===== src/logic/board_pkg.sv =====
// Reset hold and LED stretch lengths are cut down for simulation and must fit their 5-bit counters
package board_pkg;

	// -------------------------------------------------------------------
	// Reset sequencing
	// -------------------------------------------------------------------
	// Reset pin synchronizer depth, at least 2
	localparam int unsigned SYNC_STAGES = 2;
	// Settled pin-high cycles before system reset release
	localparam int unsigned SYS_HOLD_CYCLES = 16;
	// Cycles before flash/codec/PHY reset release
	localparam int unsigned PERIPH_HOLD_CYCLES = 8;
	localparam int unsigned HOLD_CNT_W = 5;
	typedef logic [HOLD_CNT_W-1:0] hold_cnt_t;

	// -------------------------------------------------------------------
	// Activity LEDs
	// -------------------------------------------------------------------
	// LED on-time after the serial line returns high
	localparam int unsigned STRETCH_CYCLES = 31;
	localparam int unsigned STRETCH_CNT_W = 5;
	typedef logic [STRETCH_CNT_W-1:0] stretch_cnt_t;

	// -------------------------------------------------------------------
	// Board pins
	// -------------------------------------------------------------------
	localparam int unsigned BTN_W = 5;
	localparam int unsigned DIPSW_W = 8;
	localparam int unsigned LED_W = 4;
	localparam int unsigned BTNLED_W = 5;
	localparam int unsigned LCD_D_W = 4;
	// Buttons in the low bits, switches above them
	localparam int unsigned GPIO_IN_W = BTN_W + DIPSW_W;
	// Two LEDs, button LEDs, three LCD strobes and the LCD nibble
	localparam int unsigned GPIO_OUT_W = 14;
	typedef logic [GPIO_IN_W-1:0] gpio_in_t;
	typedef logic [GPIO_OUT_W-1:0] gpio_out_t;

endpackage


===== src/logic/csr_pkg.sv =====
// CSR addresses are word addresses with a 4-bit bank over a 10-bit register offset
package csr_pkg;

	// -------------------------------------------------------------------
	// Bus widths
	// -------------------------------------------------------------------
	localparam int unsigned CSR_BANK_W = 4;
	localparam int unsigned CSR_REG_W = 10;
	localparam int unsigned CSR_ADDR_W = CSR_BANK_W + CSR_REG_W;
	localparam int unsigned CSR_DATA_W = 32;

	typedef logic [CSR_ADDR_W-1:0] csr_addr_t;
	typedef logic [CSR_DATA_W-1:0] csr_data_t;
	// Upper address field, selects the peripheral
	typedef logic [CSR_BANK_W-1:0] csr_bank_t;
	// Lower address field, selects the register
	typedef logic [CSR_REG_W-1:0] csr_reg_t;

	// -------------------------------------------------------------------
	// System controller map
	// -------------------------------------------------------------------
	localparam csr_bank_t SYSCTL_BANK = 4'h1;

	// Switches and buttons, read only
	localparam csr_reg_t REG_GPIO_IN = 10'd0;
	// LED, button LED and LCD outputs
	localparam csr_reg_t REG_GPIO_OUT = 10'd1;
	// Board identifier, read only
	localparam csr_reg_t REG_SYSTEM_ID = 10'd2;
	// Any write triggers a system reset, reads as zero
	localparam csr_reg_t REG_HARD_RESET = 10'd3;

	// ASCII "X401"
	localparam csr_data_t SYSTEM_ID = 32'h58343031;

endpackage


===== src/logic/reset_sequencer.sv =====
// Reset pin is sampled unfiltered so any low restarts both holds and the pin must stay high to release
`timescale 1ns/10ps

module reset_sequencer (
	input  logic sys_clk,
	input  logic rst_n_i,
	input  logic hard_reset_i,
	output logic sys_rst_n_o,
	output logic periph_rst_n_o
);
	import board_pkg::*;

	// Release order is peripheral first, then system
	typedef enum logic [1:0] {
		HOLD_ALL,
		HOLD_SYS,
		RUN
	} seq_state_t;

	logic [SYNC_STAGES-1:0] pin_sync_q;
	logic                   pin_high;
	seq_state_t             state_q;
	hold_cnt_t              hold_cnt_q;

	// -------------------------------------------------------------------
	// Pin synchronizer
	// -------------------------------------------------------------------
	// Low pin clears the chain at once, high shifts through
	always_ff @(posedge sys_clk) begin
		if (!rst_n_i) begin
			pin_sync_q <= '0;
		end else begin
			pin_sync_q <= {pin_sync_q[SYNC_STAGES-2:0], 1'b1};
		end
	end

	assign pin_high = pin_sync_q[SYNC_STAGES-1];

	// -------------------------------------------------------------------
	// Hold sequencing
	// -------------------------------------------------------------------
	// One counter runs through both holds
	// Outputs are set on the transition edge itself
	always_ff @(posedge sys_clk) begin
		if (!rst_n_i || !pin_high) begin
			state_q        <= HOLD_ALL;
			hold_cnt_q     <= '0;
			sys_rst_n_o    <= 1'b0;
			periph_rst_n_o <= 1'b0;
		end else begin
			case (state_q)
				HOLD_ALL: begin
					hold_cnt_q <= hold_cnt_q + 1'b1;
					// Flash and codec need to be out of reset before the CPU fetches
					if (hold_cnt_q == hold_cnt_t'(PERIPH_HOLD_CYCLES - 1)) begin
						state_q        <= HOLD_SYS;
						periph_rst_n_o <= 1'b1;
					end
				end
				HOLD_SYS: begin
					hold_cnt_q <= hold_cnt_q + 1'b1;
					if (hold_cnt_q == hold_cnt_t'(SYS_HOLD_CYCLES - 1)) begin
						state_q     <= RUN;
						sys_rst_n_o <= 1'b1;
					end
				end
				RUN: begin
					// Software reset, full system hold, peripherals untouched
					if (hard_reset_i) begin
						state_q     <= HOLD_SYS;
						hold_cnt_q  <= '0;
						sys_rst_n_o <= 1'b0;
					end
				end
				default: begin
					state_q <= HOLD_ALL;
				end
			endcase
		end
	end

	// System never runs with flash/codec/PHY still held
	a_sys_after_periph: assert property (
		@(posedge sys_clk) sys_rst_n_o |-> periph_rst_n_o
	) else $error("system reset released while peripheral reset is held");

endmodule


===== src/logic/activity_stretch.sv =====
// Line is sampled without synchronization so the LED may lag a short glitch by a cycle
`timescale 1ns/10ps

module activity_stretch (
	input  logic sys_clk,
	input  logic rst_n_i,
	input  logic line_i,
	output logic led_o
);
	import board_pkg::*;

	stretch_cnt_t cnt_q;

	// Serial lines idle high, a start bit or data low retriggers
	always_ff @(posedge sys_clk) begin
		if (!rst_n_i) begin
			cnt_q <= '0;
			led_o <= 1'b0;
		end else begin
			if (!line_i) begin
				cnt_q <= stretch_cnt_t'(STRETCH_CYCLES);
			end else if (cnt_q != '0) begin
				cnt_q <= cnt_q - 1'b1;
			end
			// LED follows the counter one edge later
			led_o <= (cnt_q != '0);
		end
	end

	a_low_lights_led: assert property (
		@(posedge sys_clk) disable iff (!rst_n_i)
		!line_i |-> ##[1:2] led_o
	) else $error("activity LED did not light after a low line");

endmodule


===== src/logic/sysctl_csr.sv =====
// Writes are single-cycle strobes with no ack and GPIO inputs are read unsynchronized
`timescale 1ns/10ps

module sysctl_csr (
	input  logic                 sys_clk,
	input  logic                 rst_n_i,
	input  csr_pkg::csr_addr_t   csr_a_i,
	input  logic                 csr_we_i,
	input  csr_pkg::csr_data_t   csr_dw_i,
	input  board_pkg::gpio_in_t  gpio_in_i,
	output csr_pkg::csr_data_t   csr_dr_o,
	output board_pkg::gpio_out_t gpio_out_o,
	output logic                 hard_reset_o
);
	import board_pkg::*;
	import csr_pkg::*;

	csr_bank_t bank;
	csr_reg_t  offset;
	logic      csr_sel;

	// -------------------------------------------------------------------
	// Address decode
	// -------------------------------------------------------------------
	assign bank    = csr_a_i[CSR_ADDR_W-1:CSR_REG_W];
	assign offset  = csr_a_i[CSR_REG_W-1:0];
	assign csr_sel = (bank == SYSCTL_BANK);

	// -------------------------------------------------------------------
	// Write side
	// -------------------------------------------------------------------
	always_ff @(posedge sys_clk) begin
		if (!rst_n_i) begin
			gpio_out_o   <= '0;
			hard_reset_o <= 1'b0;
		end else begin
			// Pulse lasts one cycle
			hard_reset_o <= 1'b0;
			if (csr_sel && csr_we_i) begin
				case (offset)
					REG_GPIO_OUT: begin
						gpio_out_o <= csr_dw_i[GPIO_OUT_W-1:0];
					end
					REG_HARD_RESET: begin
						// Data ignored
						hard_reset_o <= 1'b1;
					end
					default: begin
					end
				endcase
			end
		end
	end

	// -------------------------------------------------------------------
	// Read side
	// -------------------------------------------------------------------
	// Address in cycle N, data in cycle N+1
	// Unselected banks drive zero so slaves can be OR-combined
	always_ff @(posedge sys_clk) begin
		if (!rst_n_i) begin
			csr_dr_o <= '0;
		end else begin
			csr_dr_o <= '0;
			if (csr_sel) begin
				case (offset)
					REG_GPIO_IN: begin
						csr_dr_o <= csr_data_t'(gpio_in_i);
					end
					REG_GPIO_OUT: begin
						csr_dr_o <= csr_data_t'(gpio_out_o);
					end
					REG_SYSTEM_ID: begin
						csr_dr_o <= SYSTEM_ID;
					end
					// Hard reset and unmapped offsets read zero
					default: begin
						csr_dr_o <= '0;
					end
				endcase
			end
		end
	end

	a_foreign_bank_zero: assert property (
		@(posedge sys_clk) disable iff (!rst_n_i)
		(bank != SYSCTL_BANK) |=> (csr_dr_o == '0)
	) else $error("system controller drove read data for another bank");

endmodule


===== src/logic/board_ctrl_top.sv =====
// UART lines are monitored only and the GPIO-to-pin mapping is fixed for this board
`timescale 1ns/10ps

module board_ctrl_top (
	input  logic                         sys_clk,
	input  logic                         rst_n_i,
	input  csr_pkg::csr_addr_t           csr_a_i,
	input  logic                         csr_we_i,
	input  csr_pkg::csr_data_t           csr_dw_i,
	output csr_pkg::csr_data_t           csr_dr_o,
	input  logic [board_pkg::BTN_W-1:0]  btn_i,
	input  logic [board_pkg::DIPSW_W-1:0] dipsw_i,
	input  logic                         uart_rxd_i,
	input  logic                         uart_txd_i,
	output logic [board_pkg::LED_W-1:0]  led_o,
	output logic [board_pkg::BTNLED_W-1:0] btnled_o,
	output logic                         lcd_e_o,
	output logic                         lcd_rs_o,
	output logic                         lcd_rw_o,
	output logic [board_pkg::LCD_D_W-1:0] lcd_d_o,
	output logic                         sys_rst_n_o,
	output logic                         periph_rst_n_o
);
	import board_pkg::*;

	logic      sys_rst_n;
	logic      periph_rst_n;
	logic      hard_reset;
	logic      rx_led;
	logic      tx_led;
	gpio_in_t  gpio_in;
	gpio_out_t gpio_out;

	// -------------------------------------------------------------------
	// Reset generation
	// -------------------------------------------------------------------
	reset_sequencer rst_seq (
		.sys_clk        (sys_clk),
		.rst_n_i        (rst_n_i),
		.hard_reset_i   (hard_reset),
		.sys_rst_n_o    (sys_rst_n),
		.periph_rst_n_o (periph_rst_n)
	);

	assign sys_rst_n_o    = sys_rst_n;
	// Shared by flash, codec and PHY
	assign periph_rst_n_o = periph_rst_n;

	// -------------------------------------------------------------------
	// System controller
	// -------------------------------------------------------------------
	// Buttons low, switches high
	assign gpio_in = {dipsw_i, btn_i};

	sysctl_csr sysctl (
		.sys_clk      (sys_clk),
		.rst_n_i      (sys_rst_n),
		.csr_a_i      (csr_a_i),
		.csr_we_i     (csr_we_i),
		.csr_dw_i     (csr_dw_i),
		.gpio_in_i    (gpio_in),
		.csr_dr_o     (csr_dr_o),
		.gpio_out_o   (gpio_out),
		.hard_reset_o (hard_reset)
	);

	// LEDs 1 and 0 belong to the UART monitors
	assign led_o    = {gpio_out[1:0], rx_led, tx_led};
	assign btnled_o = gpio_out[6:2];
	assign lcd_e_o  = gpio_out[7];
	assign lcd_rs_o = gpio_out[8];
	assign lcd_rw_o = gpio_out[9];
	assign lcd_d_o  = gpio_out[13:10];

	// UART activity indicators
	activity_stretch rx_stretch (
		.sys_clk (sys_clk),
		.rst_n_i (sys_rst_n),
		.line_i  (uart_rxd_i),
		.led_o   (rx_led)
	);

	activity_stretch tx_stretch (
		.sys_clk (sys_clk),
		.rst_n_i (sys_rst_n),
		.line_i  (uart_txd_i),
		.led_o   (tx_led)
	);

endmodule


===== config.mk =====
export PLATFORM = sky130hd
export DESIGN_NAME = board_ctrl_top
export DESIGN_NICKNAME = d
export VERILOG_FILES = /design/src/logic/board_pkg.sv /design/src/logic/csr_pkg.sv /design/src/logic/reset_sequencer.sv /design/src/logic/activity_stretch.sv /design/src/logic/sysctl_csr.sv /design/src/logic/board_ctrl_top.sv
export SDC_FILE = /design/constraint.sdc
export NUM_CORES = 1
export LEC_CHECK = 0
export BUFFER_PORTS_ARGS = -buffer_cell sky130_fd_sc_hd__buf_2
export CORE_UTILIZATION = 30
export CTS_CLUSTER_DIAMETER = 50
export DETAILED_ROUTE_END_ITERATION = 10
export GPL_TIMING_DRIVEN = 0
export PLACE_DENSITY = 0.64
export SLEW_MARGIN = 25
export SYNTH_ARGS = -nofsm -noshare
export SYNTH_HDL_FRONTEND = slang
export SYNTH_SLANG_ARGS = --single-unit

===== constraint.sdc =====
create_clock -name sys_clk -period 1.8 [get_ports sys_clk]
set_input_delay 0.36 -clock sys_clk [delete_from_list [all_inputs] [get_ports sys_clk]]
set_output_delay 0.36 -clock sys_clk [all_outputs]
set_load 0.005 [all_outputs]

==> parameters.txt, run 1 <==
Parameter                              Value

Clock network
  Number of CTS-inserted buffers ... 5
  Clock Root Buffer ... sky130_fd_sc_hd__clkbuf_8
  Clock net sink count ... 53
  Clock tree from TritonCTS ... done
  Later-pin clock latency in the skew report ... roughly 0.30 ns
  Gates resized, CTS repair ... 0
  Number of buffers added to fix hold violations after cts ... 0
  CTS HTree Levels ... 2
  Number of post-CTS setup repair buffers ... 0
  Register clock-pin slew on the reported worst setup and hold paths ... roughly 0.09 ns
  Largest buffer count on any clock path ... 2

Logic synthesis
  Compound-cell area share of the yosys netlist ... 0.0903
  Count of flip-flops with a built-in enable after synthesis ... 0
  Post-synth top flop ... sky130_fd_sc_hd__dfxtp_1
  Post-Synth XOR/XNOR Area ... 0.0148
  Async S/R FF share, synth ... 0
  Combinational family with the most area after synthesis ... simple AND/OR/NAND/NOR gates
  Number of warnings printed during yosys synthesis ... 0
  Adder and majority cell fraction of the synthesized area ... 0.0211
  Post-synthesis sequential area ratio ... 0.448
  Number of library cell types mapped by synthesis ... 47
  Instance count of the mapped netlist ... 252
  Post-synthesis mux area share ... 0.102
  Mapped Avg Cell Area ... about 9.4 um^2
  Post-Synth Simple-Gate Area ... 0.208
  Synthesized area ... between 0.002 and 0.0025 mm^2
  Post-synthesis register bit count ... 53

Placed design
  IO buf count ... 81
  Post-Place Worst Slack ... approximately 0.12 ns
  Cells after DPL ... ~450
  Final weighted congestion in routability-driven placement ... 0.803
  DP Wirelength ... roughly 4100 um

Worst hold path
  Hold path endpoint ... rst_seq.pin_sync_q[0]
  Class of the most critical hold timing path ... in2reg
  Worst hold path cell count ... 1
  Min-Delay Startpoint ... rst_n_i

Floorplanning
  IO Count ... 114
  Width of the die ... around 91 um
  Site Rows ... 32
  Core Region ... just under 0.008 mm^2
  Die area ... about 0.0083 mm^2
  Initial cell density of the core ... 0.308
  Die extent in y ... between 90 and 100 um

Worst setup path
  Arrival time at the worst endpoint ... roughly 1.8 ns
  Worst path required time ... around 2.0 ns
  Max Fanout on Critical Path ... 4
  Critical register-to-register path endpoint ... tx_stretch.cnt_q[1]
  Worst Reg-to-Reg Cells ... 5
  Crit Reg-Reg Startpoint ... tx_stretch.cnt_q[0]
  Type of destination of the critical path ... register
  Critical setup path kind ... reg2reg
  Worst-case register-to-register setup slack ... around 0.22 ns
  Startpoint type of the worst setup path ... register

Detailed routing
  Number of optimization iterations in the first detailed-route pass ... 7
  Antenna Nets Post-Route ... 0
  Vias ... 2011
  Detailed-route vias per instance ... approximately 4.4
  DRT iter0 DRCs ... 29
  DRC violation count after routing ... 1
  Wire length reported by the detailed router ... roughly 5500 um
  Average wire per cell in the routed design ... approximately 12 um

Timing
  Worst hold slack after final layout ... between 0.15 and 0.2 ns
  Transition at the pin with the smallest max-transition slack ... roughly 0.63 ns
  RSZ-0062 raised after global routing ... no
  Hold violation count in the final report ... 0
  F_max ... between 600 and 700 MHz
  Final total negative setup slack ... 0 ns
  Final worst-path setup slack ... approximately 0.22 ns
  Post-route minimum period ... approximately 1.6 ns
  Slew HR ... 0.582
  Number of pins exceeding their max-slew limit in the final report ... 0
  Share of the cycle needed by the critical path after routing ... 0.877
  Final Setup Violations ... 0
  Max Clock Skew ... 0.00228 ns

Finish
  Multi-input gate area ... roughly 0.0011 mm^2
  Area growth syn-to-layout ... 27.9%
  Count of non-filler cells in the finished layout ... 453
  Commonest non-fill, non-tap cell in the layout ... sky130_fd_sc_hd__buf_2
  Nets ... 419
  Area used by sequential logic in the layout ... 0.00106 mm^2
  Fillers ... a little under 800
  Commonest cells after routing, fill and taps aside ... 83 x sky130_fd_sc_hd__buf_2, 53 x sky130_fd_sc_hd__dfxtp_1, 37 x sky130_fd_sc_hd__nand2_1
  Share of layout cells above drive strength 1 ... 0.350
  Antenna Diode Count ... 0

Outcome
  Failing checks ... DRC
  Run status ... complete, but fails checks

Power and ir drop
  Maximum resistive drop on vdd ... approximately 0.34 mV
  Power per unit of standard cell area ... between 600 and 700 mW/mm^2
  Post-layout power ... just under 2 mW
  Leakage ... roughly 1.4 nW

Global routing
  Global Route Usage Sum ... 0.135
  Overall overflow remaining after global route ... 0
  Maximum number of pins on one net before global-route repair ... 15
  Via count of the first global-routing pass ... 1950
  First-pass GRT wire length ... around 9000 um
  Antenna violations before repair ... 0

Run
  Maxcap violations ... 0
## layer usage
layer,vias to the layer above,share of wire,GRT usage
met3,2,0.051,0.0455
met2,55,0.48,0.242
li1,1018,-,-
met1,936,0.46,0.153
met5,-,0,0
met4,0,0.0049,0.0317
## worst max path at each step
stage | cells after the start | end | from
after floorplan | 5 | tx_stretch.cnt_q[1] | tx_stretch.cnt_q[0]
after CTS | 5 | tx_stretch.cnt_q[1] | tx_stretch.cnt_q[0]
after global routing | 5 | tx_stretch.cnt_q[1] | tx_stretch.cnt_q[0]
after detailed placement | 5 | sysctl.csr_dr_o[9] | csr_a_i[7]
after global placement | 5 | sysctl.csr_dr_o[9] | csr_a_i[11]
final | 5 | tx_stretch.cnt_q[1] | tx_stretch.cnt_q[0]
## synth_stat cells, drive strengths merged (3+ instances only)
| cell | count | area (um^2) |
|---|---|---|
| inv | 12 | 45.0 |
| o21bai | 4 | 30.0 |
| ha | 4 | 50.1 |
| nor3 | 13 | 80.1 |
| mux2i | 23 | 230 |
| dfxtp | 53 | 1060 |
| buf | 25 | 203 |
| a31oi | 4 | 25.0 |
| clkbuf | 6 | 22.5 |
| nor2 | 10 | 37.5 |
| nand2 | 37 | 139 |
| nor4b | 3 | 53.8 |
| nand2b | 6 | 37.5 |
| a21oi | 15 | 75.1 |
| nand3 | 6 | 30.0 |
## through the flow
step                      instance area, um^2  utilization
after floorplan                          2410            -
after global placement                   2940        0.383
after detailed placement                 2940        0.383
after CTS                                3030        0.394
after global routing                     3030        0.394
final                                    3030        0.394
## worst max-delay path: stages (launching register included)
cell and delay [ns]:
sky130_fd_sc_hd__dfxtp_1 0.32, sky130_fd_sc_hd__inv_1 0.08, sky130_fd_sc_hd__ha_1 0.20, sky130_fd_sc_hd__nor4b_2 0.41
sky130_fd_sc_hd__mux2_1 0.37, sky130_fd_sc_hd__a21oi_1 0.14
## final cells by class
type,instances,share of cell area
tap,102,0.0421
clock buffer,7,0.0285
timing repair buffer,81,0.134
inverter,12,0.0149
buffer,31,0.0743
sequential,53,0.350
multi-input combinational,167,0.356
## where the power goes
part	switching, mW	internal [mW]	total (mW)
registers	0.00174	1.17	1.18
logic	0.0578	0.0720	0.130
clock network	0.369	0.306	0.675
total	0.429	1.55	1.98
## cell families after synthesis
group / Yosys count
and+or+nand+nor: 89
DFF: 53
buffers and inverters: 43
AOI/OAI and AO/OA: 34
muxes: 24
adders and majority gates: 4
xor gates and xnor gates: 4
other: 1
## sequential cells by signal (all words and copies together) (netlist names)
name	flops
rst_seq.hold_cnt_q	5
tx_stretch.cnt_q	5
sysctl.hard_reset_o	1
rx_stretch.led_o	1
rx_stretch.cnt_q	5
rst_seq.periph_rst_n_o	1
rst_seq.state_q	2
rst_seq.sys_rst_n_o	1
sysctl.csr_dr_o	15
rst_seq.pin_sync_q	2
sysctl.gpio_out_o	14
tx_stretch.led_o	1
No activity file was read; power rests on OpenSTA's default activity.
==> run 2: changes to the inputs <==
Settings changed: REMOVE_ABC_BUFFERS set to 1, SETUP_SLACK_MARGIN set to 0.5.
==> run 2 against run 1 <==
Against the previous run:
- the flow now finishes without violations
- global-route usage up 0.91 points
- sequential power about the same
- clock power up 25%
- die area unchanged
- clock-buffer cell count unchanged
- register-to-register slack better by 0.23 ns
- routed wire length up 7.5%
- hold slack worse by 0.0021 ns
- utilization up 2.4 points
- power up 7.8%
- cell area up 6.2%
- first-iteration DRC count rose to 2.6 times the previous value
- largest power group unchanged
- highest routed layer unchanged
==> parameters.txt, run 2 (synthesis results as in run 1) <==
Parameter                              Value

Worst setup path
  Critical setup path kind ... reg2reg
  Worst-case register-to-register setup slack ... around 0.46 ns
  Critical register-to-register path endpoint ... tx_stretch.cnt_q[1]
  Slowest cell on the critical path ... sky130_fd_sc_hd__dfxtp_2
  Cells along the critical path ... inv_2, ha_4, nor4b_4, mux2_4, a21oi_2
  Arrival time at the worst endpoint ... 1.57 ns
  Type of destination of the critical path ... register
  Crit Reg-Reg Startpoint ... tx_stretch.cnt_q[1]
  Start point of the critical path ... tx_stretch.cnt_q[1]
  Crit path depth ... 5
  Worst path required time ... 2.03 ns
  Max Fanout on Critical Path ... 4
  Largest stage delay on the critical path ... roughly 0.34 ns
  Worst Reg-to-Reg Cells ... 5
  Buf+Inv Stages, Crit Path ... 1
  Startpoint type of the worst setup path ... register
  Family with the most delay on the worst path ... flip-flops

Worst hold path
  Hold path endpoint ... rst_seq.pin_sync_q[0]
  Min-Delay Startpoint ... rst_n_i
  Class of the most critical hold timing path ... in2reg
  Worst hold path cell count ... 1

Timing
  Max Clock Skew ... approximately 0.0056 ns
  Number of pins exceeding their max-slew limit in the final report ... 0
  Share of the cycle needed by the critical path after routing ... 0.747
  Final Setup Violations ... 0
  F_max ... roughly 740 MHz
  Post-route minimum period ... between 1 and 1.5 ns
  Hold violation count in the final report ... 0
  RSZ-0062 raised after global routing ... yes

Global routing
  Fraction of met1 tracks used by global routing ... 0.171
  First-pass GRT wire length ... about 9400 um
  Global Route Usage Sum ... 0.144
  Maximum number of pins on one net before global-route repair ... 18
  Met2 Usage GRT ... 0.249
  Global route hottest layer ... met2
  Via count of the first global-routing pass ... between 2000 and 2500
  Overall overflow remaining after global route ... 0
  GRT met3 Usage ... 0.0404
  Antenna violations before repair ... 0

Finish
  Antenna Diode Count ... 0
  Share of layout cells above drive strength 1 ... 0.426
  Area growth syn-to-layout ... 35.8%
  Max FFs per register ... 15
  Nets ... slightly above 400
  Biggest regs ... sysctl.csr_dr_o (15), sysctl.gpio_out_o (14)
  Commonest cells after routing, fill and taps aside ... 82 x sky130_fd_sc_hd__buf_2, 47 x sky130_fd_sc_hd__dfxtp_1, 37 x sky130_fd_sc_hd__nand2_1
  Fillers ... 761
  Count of non-filler cells in the finished layout ... between 400 and 500
  Largest register by flop count ... sysctl.csr_dr_o
  Commonest non-fill, non-tap cell in the layout ... sky130_fd_sc_hd__buf_2

Power and ir drop
  Power per unit of standard cell area ... ~660 mW/mm^2
  Maximum resistive drop on vdd ... just over 0.4 mV
  Leakage ... 1.42 nW
  Post-layout power ... around 2.1 mW

Detailed routing
  Vias ... a little over 2000
  Detailed-route vias per instance ... between 4 and 5
  Antenna Nets Post-Route ... 0
  DRT iter0 DRCs ... 75
  Wire length reported by the detailed router ... between 5000 and 6000 um
  Number of optimization iterations in the first detailed-route pass ... 6
  Average wire per cell in the routed design ... roughly 13 um
  DRC violation count after routing ... 0

Floorplanning
  Site Rows ... 32
  Width of the die ... a little over 90 um
  IO Count ... between 100 and 150
  Die area ... ~0.0083 mm^2
  Initial cell density of the core ... 0.308
  Core Region ... 0.00769 mm^2
  Die extent in y ... 90.9 um

Clock network
  Register clock-pin slew on the reported worst setup and hold paths ... 0.10 ns
  Largest buffer count on any clock path ... 2
  Clock net sink count ... 53
  Later-pin clock latency in the skew report ... approximately 0.3 ns
  Number of buffers added to fix hold violations after cts ... 0
  Clock Root Buffer ... sky130_fd_sc_hd__clkbuf_8
  CTS HTree Levels ... 2
  Clock tree from TritonCTS ... done
  Number of CTS-inserted buffers ... 5

Placed design
  Final weighted congestion in routability-driven placement ... between 0.7 and 0.8
  DP Wirelength ... about 3500 um
  IO buf count ... 83
  Cells after DPL ... ~420

Run
  Maxcap violations ... 0

Outcome
  Run status ... completed
-- run 2: cell count changes in the layout (fill, tap and decap cells not counted), sizes merged --
cell / before / now
buf: 106 / 105
clkbuf: 13 / 7
bufinv: 0 / 1
-- run 2: layout make-up --
cell class / instances / area, um^2 / share of cell area
repair buffers: 105 / 641 / 0.199
clock buffers: 7 / 86.3 / 0.0268
flip-flops and latches: 53 / 1070 / 0.333
clock inverters: 1 / 30.0 / 0.00933
multi-input cells: 167 / 1210 / 0.377
well taps: 102 / 128 / 0.0397
inverters: 12 / 47.5 / 0.0148
-- run 2: how the worst max path moves through the flow --
stage | endpoint | slack, ns
2_1_floorplan | sysctl.csr_dr_o[1] | 0.14
6_report | tx_stretch.cnt_q[1] | 0.46
5_1_grt | tx_stretch.cnt_q[1] | 0.39
3_3_place_gp | sysctl.csr_dr_o[8] | -0.61
3_5_place_dp | sysctl.gpio_out_o[10] | -0.38
4_1_cts | tx_stretch.cnt_q[1] | 0.50
-- run 2: layer usage --
layer / share of wire / wire (um)
met3: 0.052 / 307
met1: 0.45 / 2630
met4: 0.010 / 59
met2: 0.49 / 2860
met5: 0 / 0
-- run 2: timing repair --
item / in CTS / in global routing
resized for setup: 26 / 10
hold endpoints to repair: 0 / 0
setup endpoints to repair: 40 / 24
pin swaps: 11 / 8
setup buffers: 19 / 3
-- run 2: per-stage QoR --
stage                     hold WS [ns]  utilization  worst slack [ns]  setup TNS, ns  area, um^2
after floorplan                  0.388            -             0.138              0        2180
after global placement           0.416        0.355            -0.610         -13.67        2730
after detailed placement         0.423        0.355            -0.380          -6.01        2730
after CTS                        0.182        0.409             0.502              0        3140
after global routing             0.172        0.418             0.394              0        3220
final                            0.193        0.418             0.455              0        3220
-- run 2: where the power goes --
group | switching (mW) | internal [mW] | total [mW]
Clock | 0.389 | 0.454 | 0.844
Sequential | 0.00199 | 1.17 | 1.18
Combinational | 0.0598 | 0.0570 | 0.117
Total | 0.451 | 1.68 | 2.14
-- run 2: worst reg2reg max path, stage by stage, from the launching register on --
cell	delay (ns)
sky130_fd_sc_hd__dfxtp_2	0.34
sky130_fd_sc_hd__inv_2	0.08
sky130_fd_sc_hd__ha_4	0.15
sky130_fd_sc_hd__nor4b_4	0.24
sky130_fd_sc_hd__mux2_4	0.34
sky130_fd_sc_hd__a21oi_2	0.13
